--- src/dcachePkg.sv ---
package dcachePkg;

  // address and data geometry
  localparam int ADDR_W         = 32;
  localparam int WORD_W         = 64;
  localparam int NUM_SETS       = 64;
  localparam int NUM_WAYS       = 2;
  localparam int BEATS_PER_LINE = 4;
  localparam int OFFSET_W       = 5;

  localparam int INDEX_W   = $clog2(NUM_SETS);
  localparam int WORDSEL_W = $clog2(BEATS_PER_LINE);
  localparam int TAG_W     = ADDR_W - INDEX_W - OFFSET_W;

  typedef logic [ADDR_W-1:0]                addr_t;
  typedef logic [WORD_W-1:0]                word_t;
  typedef logic [WORD_W/8-1:0]              mask_t;
  typedef logic [BEATS_PER_LINE*WORD_W-1:0] line_t;
  typedef logic [TAG_W-1:0]                 tag_t;
  typedef logic [INDEX_W-1:0]               index_t;
  typedef logic [WORDSEL_W-1:0]             wordSel_t;

  // controller states
  typedef enum logic [2:0] {
    IDLE,
    COMPARE,
    WRBACK,
    MISS,
    GETDATA,
    REPLACE
  } cacheState_t;

endpackage

--- src/dcacheCtrl.sv ---
`timescale 1ns/1ps

module dcacheCtrl import dcachePkg::*; (
  input  logic     clk,
  input  logic     rst_n,
  input  logic     reqValid_i,
  input  logic     reqWrite_i,
  input  addr_t    addr_i,
  input  word_t    wrData_i,
  input  mask_t    wrMask_i,
  input  logic     hitWay0_i,
  input  logic     hitWay1_i,
  input  logic     victimDirty_i,
  input  logic     rdReady_i,
  input  logic     dataValid_i,
  input  logic     rdLast_i,
  input  logic     wrReady_i,
  output tag_t     reqTag_o,
  output index_t   reqIndex_o,
  output wordSel_t reqWordSel_o,
  output word_t    storeData_o,
  output mask_t    storeMask_o,
  output logic     victimWay_o,
  output logic     storeWr_o,
  output logic     lineFill_o,
  output logic     tagUpdate_o,
  output logic     beatEn_o,
  output logic     addrOk_o,
  output logic     dataOk_o,
  output logic     rdValid_o,
  output logic     wrValid_o
);

  cacheState_t curState;
  cacheState_t nextState;
  logic        reqWrite;
  logic        toggleBit;
  logic        chosenWay;
  logic        cacheHit;
  logic        accept;
  logic        compareMiss;

  assign cacheHit    = hitWay0_i || hitWay1_i;
  assign addrOk_o    = (curState == IDLE) || (curState == COMPARE && cacheHit);
  assign accept      = reqValid_i && addrOk_o;
  assign compareMiss = (curState == COMPARE) && !cacheHit;

  always_ff @(posedge clk or negedge rst_n) begin
    if (!rst_n) begin
      curState <= IDLE;
    end else begin
      curState <= nextState;
    end
  end

  always_comb begin
    nextState = curState;
    unique case (curState)
      IDLE: begin
        if (accept) nextState = COMPARE;
      end
      COMPARE: begin
        if (cacheHit) begin
          nextState = accept ? COMPARE : IDLE;
        end else begin
          // dirty victim goes out before the refill read
          nextState = victimDirty_i ? WRBACK : MISS;
        end
      end
      WRBACK: begin
        if (wrReady_i) nextState = MISS;
      end
      MISS: begin
        if (rdReady_i) nextState = GETDATA;
      end
      GETDATA: begin
        if (dataValid_i && rdLast_i) nextState = REPLACE;
      end
      REPLACE: nextState = COMPARE;
      default: nextState = IDLE;
    endcase
  end

  // request latch
  always_ff @(posedge clk or negedge rst_n) begin
    if (!rst_n) begin
      reqWrite <= 1'b0;
    end else if (accept) begin
      reqWrite <= reqWrite_i;
    end
  end

  always_ff @(posedge clk) begin
    if (accept) begin
      reqTag_o     <= addr_i[ADDR_W-1 -: TAG_W];
      reqIndex_o   <= addr_i[OFFSET_W +: INDEX_W];
      reqWordSel_o <= addr_i[OFFSET_W-1 -: WORDSEL_W];
      storeData_o  <= wrData_i;
      storeMask_o  <= wrMask_i;
    end
  end

  // victim way flips on every miss and holds until the refill ends
  always_ff @(posedge clk or negedge rst_n) begin
    if (!rst_n) begin
      toggleBit <= 1'b0;
      chosenWay <= 1'b0;
    end else if (compareMiss) begin
      toggleBit <= ~toggleBit;
      chosenWay <= toggleBit;
    end
  end

  assign victimWay_o = (curState == COMPARE) ? toggleBit : chosenWay;

  assign dataOk_o    = (curState == COMPARE) && cacheHit;
  assign storeWr_o   = dataOk_o && reqWrite;
  assign beatEn_o    = (curState == GETDATA) && dataValid_i;
  assign tagUpdate_o = beatEn_o && rdLast_i;
  assign lineFill_o  = (curState == REPLACE);
  assign rdValid_o   = (curState == MISS);
  assign wrValid_o   = (curState == WRBACK);

  // a write-back only goes out for a dirty victim
  aWbDirty: assert property (@(posedge clk) disable iff (!rst_n)
    wrValid_o |-> victimDirty_i);

  // the compare after a refill always hits
  aRefillHit: assert property (@(posedge clk) disable iff (!rst_n)
    lineFill_o |=> dataOk_o);

endmodule

--- config.mk ---
export PLATFORM = sky130hd
export DESIGN_NAME = dcacheCtrl
export DESIGN_NICKNAME = d
export VERILOG_FILES = /design/src/dcachePkg.sv /design/src/dcacheCtrl.sv
export SDC_FILE = /design/constraint.sdc
export NUM_CORES = 1
export LEC_CHECK = 0
export BUFFER_PORTS_ARGS = -buffer_cell sky130_fd_sc_hd__buf_2
export CAP_MARGIN = 20
export CORE_ASPECT_RATIO = 1.4
export CORE_MARGIN = 2
export CORE_UTILIZATION = 35
export CTS_CLUSTER_SIZE = 40
export DETAILED_ROUTE_END_ITERATION = 8
export GPL_TIMING_DRIVEN = 0
export PLACE_DENSITY = 0.78
export RECOVER_POWER = 50
export SETUP_SLACK_MARGIN = 0.05
export SYNTH_ARGS = -nofsm -noshare
export SYNTH_HDL_FRONTEND = slang
export SYNTH_SLANG_ARGS = --single-unit
export TNS_END_PERCENT = 10
--- constraint.sdc ---
create_clock -name clk -period 3.06 [get_ports clk]
set_input_delay 0.612 -clock clk [delete_from_list [all_inputs] [get_ports clk]]
set_output_delay 0.612 -clock clk [all_outputs]
set_load 0.01 [all_outputs]
==> results.md <==
* Unrepaired setup endpoints after global routing: no
* Worst VDD drop at ~0.53 mV
* Synthesized Nets at between 200 and 300
* Initial DRC count at 75
* Root buffer cell: clkbuf_16
* Critical path class: flip-flop to output pin
* Fin crit share at 0.819
* Fmax achieved at between 0.3 and 0.4 GHz
* Antenna-violating nets left at 0
* Via count at around 2200
* Worst slew pin tran at 790 ps
* Max Cap Viol at 0
* Core area at 9510 um^2
* Synth-to-Final Area Change at 43.8%
* Setup-failing EPs final at 0
* Post-CTS setup buffers at 0
* CTS tree: done
* Gpl congestion at roughly 0.72
* CTS clock-pin slew for the worst setup and hold paths at 70 ps
* Flop2flop setup slack at around 940 ps
* Final wirelength at about 7.7 mm
* # DRC at 0
* CP endpoint: victimWay_o
* Initial antenna violation count at 0
* First-pass DRT Iterations at 4
* Worst Path Required at approximately 2500 ps
* Final TNS setup at 0 ps
* Die ar. at around 11000 um^2
* Critical path endpoint category: output pin
* Fillers at roughly 840
* Hold Crit Class: input port to asynchronous set/reset pin
* Power density over cell area at 845 nW/um^2
* Wire length per cell at around 15 um
* Unique masters post-synth at 26
* Largest net degree at the start of global routing at slightly above 60
* Synthesized area at roughly 3400 um^2
* Antenna cell count at 0
* CP arrival at about 1900 ps
* Mapped Cells at around 140
* Max_slew headroom at 0.474
* GRT overflow at 0
* Yosys Warn Count at 0
* Post-layout min period at ~2500 ps
* Worst skew pair latency at 340 ps
* HPWL Detailed at around 5.8 mm
* Synth Register Bits at between 100 and 150
* Crit. Startpoint: curState[2]$_DFFE_PN0P_
* Layout Skew at ~5.5 ps
* First-pass GRT wire length at 11.1 mm
* I/O Buffers at between 200 and 250
* Syn Area/Cell at 24.1 um^2
* # rows at 42
* Worst r2r dst: storeData_o[24]$_DFFE_PP_
* Peak fanout along the critical path at 9
* Placed Cells at approximately 500
* Avg Vias per Cell at roughly 4.3
* Hold Fails Final Rpt at 0
* CTS Hold Bufs at 0
* Multi-input gate area at ~240 um^2
* Post-layout net count at about 490
* # resized after CTS at 0
* Vias in the first global route at approximately 2300
* R2R depth at 4
* Die Ht at approximately 120 um
* Outcome: completed
* Io pins at between 200 and 250
* Pleak at 2.02 nW
* Seq. cell area at approximately 3200 um^2
* Total GRT Usage at 0.140
* Final slew viol count at 0
* Seq/Total Area, Yosys at 0.924
* Num Clock Sinks at about 110
* Layout Cells excl Fill at 513
* Worst Setup Start Kind: flip-flop
* Cts bufs inserted at 9
* Effective utilization at floorplan at 0.362
* FF-to-FF Start: curState[2]$_DFFE_PN0P_
* Share of cells above drive strength 1 at 0.501
* CTS H-tree depth at 3
* Die W at 87.8 um
* Max clock buf depth at 2
[worst max-delay path, stage by stage, from the launching register on]
cell and delay [ps]:
dfrtp_1 370, clkbuf_1 190, nor3b_1 470, mux2_2 390, buf_2 150
[cell families after synthesis]
| logic type | Yosys count | synth area share |
|---|---|---|
| DFF | 107 | 0.924 |
| and+or+nand+nor | 22 | 0.0440 |
| AOI/OAI and AO/OA | 7 | 0.0138 |
| muxes | 3 | 0.0109 |
| buffers and inverters | 3 | 0.00436 |
| xor gates and xnor gates | 1 | 0.00254 |
[worst min path at each step]
| stage | from | end | slack, ps | cells after the start |
|---|---|---|---|---|
| after CTS | rst_n | toggleBit$_DFFE_PN0P_ | 80 | 1 |
| after floorplan | rst_n | chosenWay$_DFFE_PN0P_ | 320 | 0 |
| after detailed placement | rst_n | curState[1]$_DFFE_PN0P_ | 450 | 1 |
| after global placement | rst_n | curState[2]$_DFFE_PN0P_ | 440 | 1 |
| final | rst_n | chosenWay$_DFFE_PN0P_ | 140 | 1 |
| after global routing | rst_n | chosenWay$_DFFE_PN0P_ | 150 | 1 |
[cell usage after synthesis]
cell type / n / area share
edfxtp_1: 101 / 0.88
dfrtp_1: 6 / 0.044
and2_1: 4 / 0.0073
a21oi_1: 3 / 0.0044
and3_1: 2 / 0.0036
clkbuf_1: 2 / 0.0022
mux2_2: 2 / 0.0065
nand2b_1: 2 / 0.0036
nor2_1: 2 / 0.0022
nor2b_1: 2 / 0.0036
nor3b_1: 2 / 0.0044
a2111oi_0: 1 / 0.0025
a21o_1: 1 / 0.0022
a311oi_1: 1 / 0.0025
and3_4: 1 / 0.0033
and3b_1: 1 / 0.0025
buf_4: 1 / 0.0022
mux2_4: 1 / 0.0044
nand2_1: 1 / 0.0011
nor3b_2: 1 / 0.0036
nor4_1: 1 / 0.0018
nor4b_1: 1 / 0.0025
o21a_1: 1 / 0.0022
or2_2: 1 / 0.0018
or3b_1: 1 / 0.0025
xnor2_1: 1 / 0.0025
[routing by layer]
metal  GRT usage  up-vias  part of all wire
met4      0.0721        0             0.029
met3      0.0497       21             0.094
met2       0.251      136              0.53
met1       0.138     1036              0.34
met5           0        -                 0
li1            -     1032                 -
[final cells by class]
class | instances | area share
clock buffer | 9 | 0.0455
multi-input combinational | 33 | 0.0485
timing repair buffer | 222 | 0.214
clock inverter | 7 | 0.0124
sequential | 107 | 0.643
buffer | 3 | 0.00303
tap | 132 | 0.0334
[through the flow]
step	area, um^2	hold slack (ps)	setup slack [ps]	utilization	power, mW
after CTS	5020	81.8	681	0.528	4.27
after floorplan	3440	316	1030	-	2.68
final	4950	144	553	0.520	4.18
after detailed placement	4730	448	811	0.498	3.18
after global routing	4950	152	403	0.520	4.40
after global placement	4710	444	686	0.496	3.13
[state kept, by name, indices dropped and copies added (netlist names)]
name          cells
chosenWay         1
reqIndex_o        6
curState          3
storeData_o      64
reqTag_o         21
reqWrite          1
toggleBit         1
reqWordSel_o      2
storeMask_o       8
[power by group]
group          internal, mW  switching, mW
Sequential             2.05         0.0932
Combinational         0.351          0.602
Clock                 0.566          0.518
Total                  2.97           1.21
[cells in the final DEF (no fill, tap or decap), drive strengths merged]
master    instances
and3              3
and2              4
and3b             1
dfrtp             6
a2111oi           1
nand2b            2
a311oi            1
nand2             1
or2               1
clkinv            4
xnor2             1
nor2              2
a21oi             3
o21a              1
nor2b             2
mux2              3
inv               2
buf             170
a21o              1
clkbuf           64
clkinvlp          1
nor4b             1
nor4              1
nor3b             3
edfxtp          101
or3b              1
(Power assumes the default switching activity.)
