## src/dcachePkg.sv

```systemverilog
package dcachePkg;

  // address and data geometry
  localparam int ADDR_W         = 32;
  localparam int WORD_W         = 64;
  localparam int NUM_SETS       = 64;
  localparam int NUM_WAYS       = 2;
  localparam int BEATS_PER_LINE = 4;
  localparam int OFFSET_W       = 5;

  localparam int INDEX_W   = $clog2(NUM_SETS);
  localparam int WORDSEL_W = $clog2(BEATS_PER_LINE);
  localparam int TAG_W     = ADDR_W - INDEX_W - OFFSET_W;

  typedef logic [ADDR_W-1:0]                addr_t;
  typedef logic [WORD_W-1:0]                word_t;
  typedef logic [WORD_W/8-1:0]              mask_t;
  typedef logic [BEATS_PER_LINE*WORD_W-1:0] line_t;
  typedef logic [TAG_W-1:0]                 tag_t;
  typedef logic [INDEX_W-1:0]               index_t;
  typedef logic [WORDSEL_W-1:0]             wordSel_t;

  // controller states
  typedef enum logic [2:0] {
    IDLE,
    COMPARE,
    WRBACK,
    MISS,
    GETDATA,
    REPLACE
  } cacheState_t;

endpackage

```

## src/refillBuffer.sv

```systemverilog
`timescale 1ns/1ps

module refillBuffer import dcachePkg::*; (
  input  logic  clk,
  input  logic  rst_n,
  input  logic  beatEn_i,
  input  word_t beat_i,
  output line_t line_o
);

  wordSel_t beatCnt;
  line_t    lineBuf;

  // beat counter wraps to zero after the last beat
  always_ff @(posedge clk or negedge rst_n) begin
    if (!rst_n) begin
      beatCnt <= '0;
    end else if (beatEn_i) begin
      beatCnt <= beatCnt + 1'b1;
    end
  end

  // each beat goes to its own word slot
  always_ff @(posedge clk) begin
    if (beatEn_i) begin
      lineBuf[beatCnt*WORD_W +: WORD_W] <= beat_i;
    end
  end

  assign line_o = lineBuf;

endmodule

```

## config.mk

```make
export PLATFORM = sky130hd
export DESIGN_NAME = refillBuffer
export DESIGN_NICKNAME = d
export VERILOG_FILES = /design/src/dcachePkg.sv /design/src/refillBuffer.sv
export SDC_FILE = /design/constraint.sdc
export NUM_CORES = 1
export LEC_CHECK = 0
export BUFFER_PORTS_ARGS = -buffer_cell sky130_fd_sc_hd__buf_2
export CAP_MARGIN = 20
export CORE_AREA = 3 3 160 162
export DETAILED_ROUTE_END_ITERATION = 10
export DIE_AREA = 0 0 163 165
export PLACE_DENSITY = 0.64
export SYNTH_ARGS = -nofsm -noshare
export SYNTH_HDL_FRONTEND = slang
export SYNTH_SLANG_ARGS = --single-unit
export TNS_END_PERCENT = 10
```

## constraint.sdc

```tcl
create_clock -name clk -period 4.11 [get_ports clk]
set_input_delay 0.822 -clock clk [delete_from_list [all_inputs] [get_ports clk]]
set_output_delay 0.822 -clock clk [all_outputs]
set_load 0.005 [all_outputs]
```

==> impl_results.md, run 1 <==
- Yosys top cell by area: edfxtp_1
- Initial Utilization: 40.1%
- Syn Std Cell Area: 9730 sq um
- Post-cts resize count: 0
- Die width: 163 um
- Drt via density: 4.74
- Final hold vios: 0
- Area after DPL: 11600 sq um
- Total clock sinks: 258
- Vias in the first global route: 5933
- Distinct cells, synth: 23
- Post-Syn Instances: 573
- Place WS: 1450 ps
- PD cells: 677 nW/um^2
- Worst-margin pin slew: 1000 ps
- Max Clock Freq: 384 MHz
- Worst setup path class: reg2reg
- TritonCTS clock tree: done
- Main synth FF type: edfxtp_1
- Startpoint Class: flop
- Syn Area/Cell: 17.0 sq um
- Die area: 26900 sq um
- Asr flop ratio synth: 0.775%
- Clk_skew: 8.66 ps
- Final net count: 963
- Die height: 165 um
- Final ANT Viol Nets: 0
- First-pass DRT Iterations: 4
- Synth area leaders: edfxtp_1, and2_1, and3_1
- Antenna violations before repair: 1
- Slew Limit Fails: 0
- Synth Area in Compound Gates: 0.0515%
- Register area: 7740 sq um
- Largest family of logic cells by synthesized area: simple AND/OR/NAND/NOR gates
- Crit path DAT: 2980 ps
- Total gr overflow: 0
- Postcts setup bufs: 0
- P&R area growth vs syn: 27.9%
- RSZ-0062 raised after global routing: no
- FP Rows: 57
- Simple-gate share of the synthesized area: 17.5%
- Hold Buf Count CTS: 0
- WL per Instance: 19.6 um
- Period utilization: 63.4%
- Root Buffer: clkbuf_16
- #FFs+latches synth: 258
- H-tree Lvls: 1
- Top cell type's share of synthesized area: 79.0%
- Post-synthesis xor/xnor area fraction: 0.0900%
- Final Instance Area: 12400 sq um
- Status: complete, no violations
- DP HPWL: 15600 um
- Yosys warns: 0
- Total CTS buffers: 26
- Drt drc: 0
- Max-cap check violation count: 0
- Slew margin rel.: 33.1%
- Hold crit path type: in2async
- Number of I/O pins: 323
- DR vias: 5856
- Worst EP required: 4490 ps
- Worst VDD drop: 0.665 mV
- Number of port buffers: 322
- Clock Path Buffers: 3
- First-pass GRT wire length: 35600 um
- Clk Latency, worst-skew pair: 520 ps
- Pin count of the biggest net entering global routing: 65
- Period minus WS final: 2600 ps
- Final GP Congestion: 0.738
- Adder-cell share of the synthesized area: 0.643%
- Area of the multi-input gates: 1800 sq um
- Initial DRC Count: 373
- Number of setup violations in the final report: 0
- Share of cells above drive strength 1: 40.9%
- PnR worst setup slack: 1510 ps
- GRT Total Usage: 17.2%
- Setup Total Neg Slack: 0 ps
- Nature of the critical path endpoint: flop
- Number of synthesized flops with an enable pin: 256
- FILL cells: 2106
- DRT Wirelength: 24200 um
- Mapped Nets: 645
- Sequential share of the synthesized area: 79.5%
- Clock transition at path regs: 60 ps
- Crit path max fanout: 45
- Reg2Reg Setup Slack: 1510 ps
- Mux cell area share after synthesis: 0%
- Core area: 24200 sq um
- Pleak: 5.28 nW
## registers in the layout, indices dropped and copies added, names as in the netlist
name / cells
beatCnt: 2
line_o: 256
## cell families (layout without fill, tap and decap cells)
logic type	count (synthesis)	after routing
AOI/OAI and AO/OA	1	1
adders and majority gates	5	5
and+or+nand+nor	267	267
DFF	258	258
buffers and inverters	41	379
xor gates and xnor gates	1	1
other	0	1
## per-stage QoR
step	total power, mW	utilization (%)	instances	hold slack (ps)
after detailed placement	6.27	47.9	1186	609
after global routing	8.87	51.3	1236	58.4
after floorplan	5.19	-	573	526
final	8.42	51.3	1236	82.7
after CTS	8.48	51.2	1234	54.6
after global placement	6.22	47.9	1186	609
## report_power, final
| part | internal (mW) | total (mW) | switching [mW] |
|---|---|---|---|
| Clock | 1.26 | 2.20 | 0.940 |
| Sequential | 3.72 | 3.86 | 0.139 |
| Combinational | 0.828 | 2.35 | 1.52 |
| Total | 5.82 | 8.42 | 2.60 |
## worst paths after layout
path	from	to	depth (start not counted)
max	beatCnt[0]	line_o[166]	5
min	rst_n	beatCnt[0]	1
max reg2reg	beatCnt[0]	line_o[166]	5
min reg2reg	beatCnt[0]	beatCnt[0]	1
max in group asynchronous	rst_n	beatCnt[1]	1
min in group clk	beatEn_i	beatCnt[0]	2
## area by class of cell
type,count,area share [%]
flip-flops and latches,258,62.2
diodes,1,0.0201
repair buffers,329,13.6
well taps,324,3.26
clock buffers,36,5.70
inverters,2,0.0604
multi-input cells,274,14.5
clock inverters,12,0.634
## Yosys cell counts, drive strengths merged (2+ instances only)
master and count:
dfrtp 2, inv 2, nor3 2, ha 5
buf 6, and3 125, clkbuf 33, and2 131
and4bb 2, edfxtp 256
## critical path, cell delays in order, from the launching register on
cell     delay, ps
dfrtp_1        520
inv_1          150
ha_1           470
nor4b_4        830
buf_12         300
and2_1         160
## cell usage in the layout (no fill, tap or decap)
cell type  count
bufinv_16      1
edfxtp_1     256
inv_1          2
clkbuf_16     27
and3b_1        1
clkbuf_1       9
nor2_4         1
clkinv_2       6
nor4b_4        1
xor2_1         1
and2_1       127
nor2b_4        1
buf_4          5
and4bb_2       2
dfrtp_1        2
nand2_1        1
clkinv_1       5
ha_1           5
buf_12         1
buf_2        322
and2b_2        1
and3_1       125
nand3b_1       1
nor3_1         2
o21ai_0        1
diode_2        1
buf_16         1
and2_4         4
## metal layers
layer	share of wire [%]	GRT usage, %	vias to the layer above
li1	-	-	2746
met4	3.0	4.92	0
met5	0	0	-
met1	40	21.5	2844
met2	50	29.5	228
met3	7.6	4.67	38
No activity file was read; power rests on OpenSTA's default activity.
==> run 2: changes to the inputs <==
--- a/config.mk
+++ b/config.mk
@@ -10,7 +10,7 @@
 export CORE_AREA = 3 3 160 162
 export DETAILED_ROUTE_END_ITERATION = 10
 export DIE_AREA = 0 0 163 165
-export PLACE_DENSITY = 0.64
+export PLACE_DENSITY = 0.67
 export SYNTH_ARGS = -nofsm -noshare
 export SYNTH_HDL_FRONTEND = slang
 export SYNTH_SLANG_ARGS = --single-unit
==> constraint.sdc (replaced) <==
create_clock -name clk -period 2.3 [get_ports clk]
set_input_delay 0.46 -clock clk [delete_from_list [all_inputs] [get_ports clk]]
set_output_delay 0.46 -clock clk [all_outputs]
set_load 0.005 [all_outputs]
==> run 2 against run 1 <==
- clock-buffer cell count is 2 lower
- maximum frequency is 21% higher
- global-route usage is 0.22 points higher
- final cell count is 1.5% higher
- first-iteration DRC count is 20% higher
- hold slack better by 140 ps
- cell area is 2.2% higher
- register-to-register slack worse by 1400 ps
- die area stayed put
- via count is 2.4% higher
==> impl_results.md, run 2 (synthesis gave the netlist of run 1 again) <==
- Commonest non-fill, non-tap cell in the layout: buf_2
- DR vias: 5996 (+2.4%)
- Clk pwr share: 27.0% (+0.8 points)
- DR top layer: met5
- Setup Total Neg Slack: 0 ps (unchanged)
- Initial Utilization: 40.1% (unchanged)
- Max Clock Freq: 463 MHz (+21%)
- First-pass DRT Iterations: 5 (+1)
- Final ANT Viol Nets: 0 (unchanged)
- P&R area growth vs syn: 30.7%
- First-pass GRT wire length: 36300 um (+1.8%)
- Final net count: 983 (+2.1%)
- Reg2Reg Setup Slack: 140 ps (-1360 ps)
- H-tree Lvls: 1 (unchanged)
- Final Instance Area: 12700 sq um (+2.2%)
- Share of cells above drive strength 1: 42.4% (+1.4 points)
- Total CTS buffers: 27 (+3.8%)
- Worst EP required: 2680 ps (-1810 ps)
- Psw: 4.76 mW (+83%)
- Final GP Congestion: 0.752 (+1.9%)
- GRT Total Usage: 17.4% (+0.22 points)
- Period minus WS final: 2160 ps (-445 ps)
- Bufs and invs on worst path: 1 (-1)
- Largest register FFs: 256 (unchanged)
- Crit path from: beatCnt[0]
- Final hold vios: 0 (unchanged)
- Worst VDD drop: 1.07 mV (+61%)
- Initial DRC Count: 447 (+20%)
- Vias in the first global route: 6093 (+2.7%)
- DP HPWL: 16500 um (+5.6%)
- Die width: 163 um (unchanged)
- Total clock sinks: 258 (unchanged)
- Clk_skew: 8.03 ps (-0.629 ps)
- Slew margin rel.: 26.4% (-6.7 points)
- Seq pwr share: 44.1% (-1.8 points)
- Nature of the critical path endpoint: flop
- Slew Limit Fails: 0 (unchanged)
- End of the worst register-to-register path: line_o[231]
- Startpoint Class: flop
- Antenna violations before repair: 1 (unchanged)
- Switching Share: 30.6% (-0.30 points)
- Clock transition at path regs: 60 ps (about the same)
- FP Rows: 57 (unchanged)
- P_int: 10.8 mW (+86%)
- FF-to-FF path depth: 4 (-1)
- Drt via density: 4.78 (+0.84%)
- Area after DPL: 11800 sq um (+1.9%)
- WP depth: 4 (-1)
- Die area: 26900 sq um (unchanged)
- DRT Wirelength: 24500 um (+1.4%)
- Pin count of the biggest net entering global routing: 65 (unchanged)
- Met1 wire length: 9490 um (-1.2%)
- CP Cell Sequence: inv_1 -> ha_1 -> nor2_2 -> and3_1
- R2r startpoint: beatCnt[0]
- Clk Latency, worst-skew pair: 510 ps (about the same)
- Die height: 165 um (unchanged)
- Worst-margin pin slew: 1100 ps (+99.0 ps)
- Crit path max fanout: 24 (-47%)
- PD cells: 1220 nW/um^2 (+81%)
- Crit-path slowest cell: nor2_2
- Crit path max-delay family: simple AND/OR/NAND/NOR gates
- Worst setup path class: reg2reg
- Crit path to: line_o[231]
- Met3 WL: 2200 um (+20%)
- Clock Path Buffers: 3 (unchanged)
- Hold crit path type: in2reg
- Drt drc: 0 (unchanged)
- Routed length on met2: 12300 um (+2.2%)
- Number of port buffers: 322 (unchanged)
- FILL cells: 2041 (-3.1%)
- Period utilization: 93.9% (+30 points)
- Status: complete, no violations
- Most frequent cells in the layout: buf_2, edfxtp_1, and2_1
- Postcts setup bufs: 0 (unchanged)
- Crit path DAT: 2540 ps (-440 ps)
- RSZ-0062 raised after global routing: no
- WL per Instance: 19.5 um (-0.15%)
- Number of setup violations in the final report: 0 (unchanged)
- Max-cap check violation count: 0 (unchanged)
- TritonCTS clock tree: done
- Max incr delay on CP: 890 ps (+60 ps)
- Core area: 24200 sq um (unchanged)
- Total gr overflow: 0 (unchanged)
- Root Buffer: clkbuf_16
- Post-cts resize count: 0 (unchanged)
- Pleak: 5.42 nW (+2.7%)
- Number of I/O pins: 323 (unchanged)
- Comb pwr share: 28.9% (+1.0 points)
run 2: cell types whose count changed in the layout (fill, tap and decap cells not counted), sizes merged:
cell	delta
inv	+1
bufinv	+2
nor2	+1
dlygate4sd3	+1
clkinv	-1
clkbuf	-2
buf	+17
run 2: final cells by class:
cell class / count / area, sq um / share of cell area, %
Antenna cell: 1 / 2.50 / 0.0197
Clock buffer: 34 / 702 / 5.52
Clock inverter: 14 / 146 / 1.15
Inverter: 2 / 7.51 / 0.0591
Multi-Input combinational cell: 275 / 1810 / 14.2
Sequential cell: 258 / 7740 / 60.9
Tap cell: 324 / 405 / 3.19
Timing Repair Buffer: 347 / 1900 / 15.0
run 2: timing repair:
item / 4_1_cts / 5_1_grt
setup endpoints to repair: 0 / 14
hold buffers: 1 / 0
hold endpoints to repair: 2 / 0
run 2: through the flow:
step	util, %	instances	total power [mW]	setup slack (ps)	hold slack, ps
after floorplan	-	573	9.27	-373	164
after global placement	48.8	1204	11.3	175	250
after detailed placement	48.8	1204	11.4	110	251
after CTS	52.4	1253	15.6	91.6	197
after global routing	52.4	1254	16.4	96.3	222
final	52.4	1255	15.5	141	221
run 2: how the worst min path moves through the flow:
| stage | from | slack (ps) | to | depth (start not counted) |
|---|---|---|---|---|
| floorplan | rst_n | 160 | beatCnt[0] | 0 |
| global placement | rst_n | 250 | beatCnt[0] | 1 |
| detailed placement | rst_n | 250 | beatCnt[1] | 1 |
| CTS | beatEn_i | 200 | beatCnt[0] | 2 |
| global route | beatEn_i | 220 | beatCnt[0] | 2 |
| finish | beatEn_i | 220 | beatCnt[0] | 2 |
run 2: worst reg2reg max path, cell delays in order (launching register included):
cell and delay [ps]:
dfrtp_1 350, inv_1 70, ha_1 420, nor2_2 890, and3_1 290
run 2: layer usage:
layer  GRT usage, %  vias to the layer above
met5              0                        -
met2           29.5                      252
met3           5.54                       32
met1           21.8                     2925
met4           4.61                        2
li1               -                     2785
run 2: power by group through the flow:
stage	clock, mW	sequential (mW)	combinational, mW
2_1_floorplan	0	7.15	2.11
3_3_place_gp	0	6.94	4.38
3_5_place_dp	0	6.96	4.45
4_1_cts	4.27	6.87	4.46
5_1_grt	4.47	6.94	4.96
6_report	4.19	6.86	4.50
